[src/blkdev_consts.svh]
`ifndef BLKDEV_CONSTS_SVH
`define BLKDEV_CONSTS_SVH

// Host drives seen by the disk service
// Drive 0 is the SD card and the rest are floppies
`define BLK_NUM_VD 7

// Floppy drives handled by the per-drive ports
`define BLK_NUM_FDD 6

// Host index of floppy drive 0
`define BLK_FDD_BASE 1

// Width of the host buffer address bus
`define BLK_BUFF_AW 14

// Image size bits kept per floppy
// Larger images do not fit on a floppy anyway
`define BLK_IMG_SIZE_W 24

`endif

[src/blkdev_pkg.sv]
`default_nettype none

`include "blkdev_consts.svh"

package blkdev_pkg;

    // One sector request as raised by a core and forwarded to the host
    // Exactly one of rd and wr is set while the request is live
    typedef struct packed {
        logic [31:0] lba;
        logic [5:0]  blk_cnt;
        logic        rd;
        logic        wr;
    } blk_req_t;

    // Image state kept per floppy drive
    // Mounted stays set once the host has announced an image
    typedef struct packed {
        logic [`BLK_IMG_SIZE_W-1:0] size;
        logic                       readonly;
        logic                       mounted;
    } img_info_t;

    // One transfer on the shared host buffer bus
    // The host presents addr for both directions
    // On a read the byte comes with wr set
    typedef struct packed {
        logic [`BLK_BUFF_AW-1:0] addr;
        logic [7:0]              data;
        logic                    wr;
    } buff_beat_t;

    // Mount announcement from the host
    // Which drive it concerns travels on the separate mounted pulse vector
    typedef struct packed {
        logic [63:0] size;
        logic        readonly;
    } img_event_t;

endpackage

`default_nettype wire

[src/img_mount_tracker.sv]
`timescale 1ns/1ps
`default_nettype none

`include "blkdev_consts.svh"

// Keeps the last announced image for every floppy drive
// The host only pulses img_mounted for one cycle so the data has to be held here
module img_mount_tracker (
    input  logic                   clk,
    input  logic                   rst_n,
    input  logic [`BLK_NUM_VD-1:0] img_mounted,
    input  blkdev_pkg::img_event_t img_event,
    output blkdev_pkg::img_info_t  img_info [`BLK_NUM_FDD]
);

    import blkdev_pkg::*;

    // Stored image state, one entry per floppy
    img_info_t info_q [`BLK_NUM_FDD];

    always_ff @(posedge clk or negedge rst_n) begin
        if (!rst_n) begin
            // Nothing is mounted and every size reads zero after reset
            for (int i = 0; i < `BLK_NUM_FDD; i++) begin
                info_q[i] <= '0;
            end
        end else begin
            for (int i = 0; i < `BLK_NUM_FDD; i++) begin
                // Host drive numbers are offset by the SD card slot
                if (img_mounted[`BLK_FDD_BASE + i]) begin
                    // Only the low size bits are kept
                    info_q[i].size     <= img_event.size[`BLK_IMG_SIZE_W-1:0];
                    info_q[i].readonly <= img_event.readonly;
                    // Sticky until reset, a new mount only refreshes size and readonly
                    info_q[i].mounted  <= 1'b1;
                end
            end
        end
    end

    // The registered state goes straight to the ports
    always_comb begin
        for (int i = 0; i < `BLK_NUM_FDD; i++) begin
            img_info[i] = info_q[i];
        end
    end

    // The host announces one image at a time
    // Two pulses in one cycle would share a single img_event
    mount_one_at_a_time: assert property (
        @(posedge clk) disable iff (!rst_n)
        $onehot0(img_mounted)
    ) else $error("img_mount_tracker: more than one mount pulse in a cycle");

endmodule

`default_nettype wire

[src/fdd_port.sv]
`timescale 1ns/1ps
`default_nettype none

`include "blkdev_consts.svh"

// One floppy drive port between a floppy core and the host disk service
// It registers the core request toward the host and gates the host side with enable
module fdd_port (
    input  logic                   clk,
    input  logic                   rst_n,
    input  logic                   enable,
    input  blkdev_pkg::blk_req_t   core_req,
    output logic                   core_ack,
    output blkdev_pkg::buff_beat_t core_beat,
    input  logic [7:0]             core_buff_din,
    input  blkdev_pkg::img_info_t  info_in,
    output blkdev_pkg::img_info_t  core_info,
    output blkdev_pkg::blk_req_t   host_req,
    input  logic                   host_ack,
    input  blkdev_pkg::buff_beat_t host_beat,
    output logic [7:0]             host_buff_din
);

    import blkdev_pkg::*;

    typedef enum logic {
        ST_IDLE,
        ST_PENDING
    } state_t;

    state_t   state;
    blk_req_t req_q;
    logic     core_valid;
    logic     host_released;

    // The core asks for a transfer with either strobe
    assign core_valid = core_req.rd | core_req.wr;

    // Both strobes low while pending means the host has taken the request
    assign host_released = ~(req_q.rd | req_q.wr);

    always_ff @(posedge clk or negedge rst_n) begin
        if (!rst_n) begin
            state <= ST_IDLE;
            req_q <= '0;
        end else begin
            case (state)
                ST_IDLE: begin
                    // A disabled drive never passes a request on
                    if (enable && core_valid) begin
                        req_q <= core_req;
                        state <= ST_PENDING;
                    end
                end
                ST_PENDING: begin
                    if (host_ack) begin
                        // The host has seen the request so the strobes go low
                        // on the next edge, LBA and count are kept for debug
                        req_q.rd <= 1'b0;
                        req_q.wr <= 1'b0;
                    end else if (host_released) begin
                        // Ack has fallen after the transfer
                        state <= ST_IDLE;
                    end
                end
                default: begin
                    state <= ST_IDLE;
                end
            endcase
        end
    end

    assign host_req = req_q;

    // Write data from the core is offered to the host as is
    // The drain only picks it up while this drive is acknowledged
    assign host_buff_din = core_buff_din;

    // Ack and buffer writes reach the core only on an enabled drive
    assign core_ack = enable & host_ack;

    always_comb begin
        core_beat      = host_beat;
        core_beat.wr   = enable & host_beat.wr;
    end

    // A disabled drive looks like an empty slot to the core
    always_comb begin
        core_info      = info_in;
        core_info.size = enable ? info_in.size : '0;
    end

    // The core never asks for a read and a write at once
    req_not_rd_and_wr: assert property (
        @(posedge clk) disable iff (!rst_n)
        !(core_req.rd && core_req.wr)
    ) else $error("fdd_port: core raised rd and wr together");

    // A request waiting for ack must not change under the port
    req_stable_until_ack: assert property (
        @(posedge clk) disable iff (!rst_n)
        (core_valid && !core_ack) |=> $stable(core_req)
    ) else $error("fdd_port: core request changed before ack");

endmodule

`default_nettype wire

[src/host_side_drain.sv]
`timescale 1ns/1ps
`default_nettype none

`include "blkdev_consts.svh"

// Collects the SD and floppy requests into the host's per-drive vectors
// and picks the buffer byte of the acknowledged drive
module host_side_drain (
    input  blkdev_pkg::blk_req_t   port_req      [`BLK_NUM_FDD],
    input  logic [7:0]             port_buff_din [`BLK_NUM_FDD],
    input  blkdev_pkg::blk_req_t   sd_req,
    input  logic [7:0]             sd_buff_din,
    input  logic [`BLK_NUM_VD-1:0] host_ack,
    output blkdev_pkg::blk_req_t   host_req      [`BLK_NUM_VD],
    output logic [7:0]             host_buff_din
);

    // Buffer bytes of all drives in host order
    logic [7:0] din_all [`BLK_NUM_VD];

    // SD card sits in slot 0
    // The floppies follow from BLK_FDD_BASE on
    always_comb begin
        host_req[0] = sd_req;
        for (int i = 0; i < `BLK_NUM_FDD; i++) begin
            host_req[`BLK_FDD_BASE + i] = port_req[i];
        end
    end

    always_comb begin
        din_all[0] = sd_buff_din;
        for (int i = 0; i < `BLK_NUM_FDD; i++) begin
            din_all[`BLK_FDD_BASE + i] = port_buff_din[i];
        end
    end

    // The host reads from whichever drive it is serving
    // With no ack the bus rests at zero
    always_comb begin
        host_buff_din = 8'h00;
        for (int d = 0; d < `BLK_NUM_VD; d++) begin
            if (host_ack[d]) begin
                host_buff_din = din_all[d];
            end
        end
    end

    // The host serves one drive at a time
    // With two acks the byte above would come from the higher drive only
    ack_one_at_a_time: assert final ($isunknown(host_ack) || $onehot0(host_ack))
        else $error("host_side_drain: host acknowledged more than one drive");

endmodule

`default_nettype wire

[src/blkdev_mux.sv]
`timescale 1ns/1ps
`default_nettype none

`include "blkdev_consts.svh"

// Block device hub between the host disk service and the machine's cores
// Host drive 0 is the SD card, drives 1 to 6 are floppies behind their own ports
module blkdev_mux (
    input  logic                    clk,
    input  logic                    rst_n,
    // Machine configuration
    input  logic [`BLK_NUM_FDD-1:0] fdd_enable,
    // Host side
    output blkdev_pkg::blk_req_t    host_req [`BLK_NUM_VD],
    input  logic [`BLK_NUM_VD-1:0]  host_ack,
    input  blkdev_pkg::buff_beat_t  host_beat,
    output logic [7:0]              host_buff_din,
    input  logic [`BLK_NUM_VD-1:0]  img_mounted,
    input  blkdev_pkg::img_event_t  img_event,
    // SD card core
    input  blkdev_pkg::blk_req_t    sd_req,
    input  logic [7:0]              sd_buff_din,
    output logic                    sd_ack,
    output blkdev_pkg::buff_beat_t  sd_beat,
    output logic                    sd_img_mounted,
    output blkdev_pkg::img_event_t  sd_img_event,
    // Floppy cores
    input  blkdev_pkg::blk_req_t    fdd_req      [`BLK_NUM_FDD],
    input  logic [7:0]              fdd_buff_din [`BLK_NUM_FDD],
    output logic [`BLK_NUM_FDD-1:0] fdd_ack,
    output blkdev_pkg::buff_beat_t  fdd_beat     [`BLK_NUM_FDD],
    output blkdev_pkg::img_info_t   fdd_info     [`BLK_NUM_FDD]
);

    import blkdev_pkg::*;

    img_info_t  mount_info [`BLK_NUM_FDD];
    blk_req_t   port_req   [`BLK_NUM_FDD];
    logic [7:0] port_din   [`BLK_NUM_FDD];

    // Latches the announced image of every floppy
    img_mount_tracker u_img_mount_tracker (
        .clk         (clk),
        .rst_n       (rst_n),
        .img_mounted (img_mounted),
        .img_event   (img_event),
        .img_info    (mount_info)
    );

    for (genvar g = 0; g < `BLK_NUM_FDD; g++) begin : g_fdd
        // Each port sees only its own host ack bit
        fdd_port u_fdd_port (
            .clk           (clk),
            .rst_n         (rst_n),
            .enable        (fdd_enable[g]),
            .core_req      (fdd_req[g]),
            .core_ack      (fdd_ack[g]),
            .core_beat     (fdd_beat[g]),
            .core_buff_din (fdd_buff_din[g]),
            .info_in       (mount_info[g]),
            .core_info     (fdd_info[g]),
            .host_req      (port_req[g]),
            .host_ack      (host_ack[`BLK_FDD_BASE + g]),
            .host_beat     (host_beat),
            .host_buff_din (port_din[g])
        );

        // A mount pulse has to show up at the core one edge later
        // whatever the drive's enable says
        mount_reaches_core: assert property (
            @(posedge clk) disable iff (!rst_n)
            img_mounted[`BLK_FDD_BASE + g] |=> fdd_info[g].mounted
        ) else $error("blkdev_mux: mount of floppy %0d not visible at the core", g);
    end

    // Puts every request on its host slot and returns the served drive's byte
    host_side_drain u_host_side_drain (
        .port_req      (port_req),
        .port_buff_din (port_din),
        .sd_req        (sd_req),
        .sd_buff_din   (sd_buff_din),
        .host_ack      (host_ack),
        .host_req      (host_req),
        .host_buff_din (host_buff_din)
    );

    // SD card is passed straight through and ignores fdd_enable
    assign sd_ack         = host_ack[0];
    assign sd_beat        = host_beat;
    assign sd_img_mounted = img_mounted[0];
    assign sd_img_event   = img_event;

endmodule

`default_nettype wire

[config.mk]
export PLATFORM = sky130hd
export DESIGN_NAME = blkdev_mux
export DESIGN_NICKNAME = d
export VERILOG_FILES = /design/src/blkdev_pkg.sv /design/src/img_mount_tracker.sv /design/src/fdd_port.sv /design/src/host_side_drain.sv /design/src/blkdev_mux.sv
export VERILOG_INCLUDE_DIRS = /design/src /design/src/src
export SDC_FILE = /design/constraint.sdc
export NUM_CORES = 1
export LEC_CHECK = 0
export BUFFER_PORTS_ARGS = -buffer_cell sky130_fd_sc_hd__buf_2
export CORE_AREA = 2 2 439 441
export DETAILED_ROUTE_END_ITERATION = 8
export DIE_AREA = 0 0 441 443
export PLACE_DENSITY = 0.3
export SYNTH_ARGS = -nofsm -noshare
export SYNTH_HDL_FRONTEND = slang
export SYNTH_SLANG_ARGS = --single-unit
[constraint.sdc]
create_clock -name clk -period 1.9 [get_ports clk]
set_input_delay 0.19 -clock clk [delete_from_list [all_inputs] [get_ports clk]]
set_output_delay 0.19 -clock clk [all_outputs]
set_load 0.02 [all_outputs]
==> flow_metrics.py <==
metrics = {
    "status": {
        "status": "finished clean",
    },
    "critical_path": {
        "worst_r2r_path_depth": 4,
        "worstPathArrival_ns": 2.39,
        "crit_path_end": "g_fdd[4].u_fdd_port.host_req[1]$_DFFE_PN0P_",
        "crit_path_start": "g_fdd[4].u_fdd_port.host_req[1]$_DFFE_PN0P_",
        "worstSetupPathType": "flop to flop",
        "reg2reg_slack_ns": 0.06,
        "worstPathMaxFanout": 4,
        "cp-start-kind": "flop",
        "required_ns": 2.45,
        "r2r_start": "g_fdd[4].u_fdd_port.host_req[1]$_DFFE_PN0P_",
        "reg2reg_to": "g_fdd[4].u_fdd_port.host_req[1]$_DFFE_PN0P_",
        "crit_path_end_kind": "flop",
    },
    "synthesis": {
        "syn_inst": 1433,
        "synth.avg_cell_area_sq_um": 13.1,
        "synth-xor-area-share_pct": 0,
        "yosys_warnings": 0,
        "synthTopCellsByArea": "dfrtp_1 54%, mux2_1 16%, buf_4 12%, mux2_2 6.6%, and2_1 5.2%",
        "synth_simple_gate_area_share_pct": 6.32,
        "synth_area_sq_um": 18700,
        "synth_top_family_by_area": "multiplexers",
        "synth_top_area_share_pct": 53.7,
        "synth_fa_ha_area_share_pct": 0,
        "synth_nets": 1879,
        "muxShareOfSynthArea_pct": 22.9,
        "ys_seq_area_share_pct": 53.7,
        "synth-seq-cells": 402,
        "synth_area_leader_cell": "dfrtp_1",
        "synth_compound_area_share_pct": 3.35,
        "synthDistinctLibCells": 27,
    },
    "clock_network": {
        "cts_tree": "done",
        "numCtsBuffers": 58,
        "root_buffer": "clkbuf_16",
        "htree_levels": 2,
        "clk_latency_ns": 0.67,
        "clkSinkCount": 402,
        "clk_pin_slew_ns": 0.05,
        "clk_path_buf_depth": 3,
    },
    "floorplan": {
        "die_x_microns": 441,
        "io_pins": 1124,
        "chipHeight_microns": 443,
        "core-area_sq_um": 191000,
        "num_rows": 161,
        "dieArea_sq_um": 195000,
        "floorplan.initialDensity_pct": 9.80,
    },
    "global_routing": {
        "grt_pass1_wl_microns": 136000,
        "antenna_found_initial": 24,
        "first_global_vias": 15400,
        "grt_max_degree": 69,
        "grt_use_total_pct": 10.2,
        "overflow": 0,
    },
    "pwr": {
        "powerDensity_nw_per_um2": 1350,
        "cellLeakagePower_nw": 12.9,
        "ir_drop_v": 0.000729,
    },
    "final_layout": {
        "layout-drive-gt1-share_pct": 46.2,
        "layout_common_cells": "784 x buf_2, 401 x dfrtp_1, 297 x dlygate4sd3_1",
        "final_util_pct": 15.2,
        "syn_to_final_growth_pct": 55.1,
        "nFillCells": 21500,
        "layout_commonest_cell": "buf_2",
        "final_cells": 4862,
        "num-nets-final": 2726,
    },
    "route": {
        "ant_nets": 0,
        "drc": 0,
        "wirelength_microns": 102000,
        "firstDrtPassIters": 4,
        "vias": 14100,
        "vias_per_cell": 2.90,
        "wl_per_cell_microns": 21.0,
        "drtIter0Drc": 552,
    },
    "timing": {
        "finClkSkew_ns": 0.0354,
        "min_period_ns": 1.84,
        "slew_violations": 0,
        "slew_headroom_pct": 66.6,
        "tightest_slew_ns": 0.500,
        "tns_ns": 0,
        "min_period_over_period_pct": 96.7,
        "timing.fmax_mhz": 544,
        "setup_violations": 0,
        "hold_viol_final": 0,
        "rsz0062_at_grt": "false",
    },
    "place": {
        "io_buffers": 785,
        "gp_congestion": 0.868,
        "dp_hpwl_microns": 81200,
        "placed_cells": 4448,
    },
    "worst_hold_path": {
        "hold_path.class": "input port to flop",
    },
    "flow_run": {
        "drv_cap": 0,
    },
}
routing by layer:
| metal | track usage, % | routed length (microns) |
|---|---|---|
| met3 | 2.06 | 6230 |
| met4 | 4.70 | 4510 |
| met2 | 17.7 | 51100 |
| met5 | 0 | 0 |
| met1 | 11.8 | 40100 |
Yosys cell counts, drive strengths merged:
cell and number:
a21boi 12, and2 156, dfrtp 402, a221oi 8
nor2 8, nor3 6, o21ai 35, a21oi 10
inv 15, a22oi 7, mux2 378, or2 6
nand2 26, o211ai 6, clkbuf 20, nor2b 2
buf 329, a221o 7
metrics by stage:
stage,setup WS (ns),hold WS (ns),area [sq um],power (mW)
2_1_floorplan,0.616,-0.106,18700,21.0
3_3_place_gp,0.103,0.176,24000,27.0
3_5_place_dp,0.0772,0.176,24000,27.1
4_1_cts,0.00685,0.00676,29000,40.2
5_1_grt,0.0145,0.0690,29000,41.3
6_report,0.0620,0.0830,29100,39.2
power by group:
| group | total [mW] | internal (mW) | switching [mW] |
|---|---|---|---|
| clock | 11.7 | 7.17 | 4.56 |
| sequential | 13.6 | 11.6 | 1.98 |
| combinational | 13.9 | 5.21 | 8.71 |
| total | 39.2 | 24.0 | 15.2 |
flip-flops by register name, summed over array words and instances (netlist names):
name,flops
u_img_mount_tracker.img_info,156
g_fdd.u_fdd_port.host_req,240
g_fdd.u_fdd_port.state,6
cell type report:
| type | instances | area, sq um | area share [%] |
|---|---|---|---|
| Inverter | 15 | 56.3 | 0.194 |
| Tap cell | 2526 | 3160 | 10.9 |
| Timing Repair Buffer | 1136 | 7550 | 26.0 |
| Antenna cell | 10 | 25.0 | 0.0861 |
| Multi-Input combinational cell | 667 | 6160 | 21.2 |
| Sequential cell | 402 | 10100 | 34.6 |
| Clock inverter | 21 | 329 | 1.13 |
| Clock buffer | 85 | 1710 | 5.90 |
worst min path at each step:
stage	start	end	slack [ns]	depth (start not counted)
6_report	fdd_enable[2]	g_fdd[2].u_fdd_port.state$_DFF_PN0_	0.08	4
5_1_grt	rst_n	g_fdd[3].u_fdd_port.state$_DFF_PN0_	0.07	2
4_1_cts	fdd_enable[3]	g_fdd[3].u_fdd_port.host_req[0]$_DFFE_PN0P_	0.007	4
3_5_place_dp	rst_n	g_fdd[3].u_fdd_port.state$_DFF_PN0_	0.18	1
3_3_place_gp	rst_n	g_fdd[3].u_fdd_port.state$_DFF_PN0_	0.18	1
2_1_floorplan	rst_n	g_fdd[0].u_fdd_port.host_req[0]$_DFFE_PN0P_	-0.11	0
cells by family after synthesis:
kind of cell,Yosys count
and+or+nand+nor,204
DFF,402
AOI/OAI and AO/OA,85
buffers and inverters,364
muxes,378
worst max-delay path, stage by stage, from the launching register on:
cell and delay (ns):
dfrtp_1 0.42, a21boi_1 0.14, dlygate4sd3_1 0.57, o21ai_1 0.05, dlygate4sd3_1 0.55
what timing repair did:
| action | 4_1_cts | 5_1_grt |
|---|---|---|
| hold endpoints to repair | 802 | 0 |
| setup buffers | 0 | 1 |
| hold buffers | 297 | 0 |
| resized for setup | 1 | 2 |
| endpoints found under the setup margin | 1 | 4 |
No activity file was read; power rests on OpenSTA's default activity.
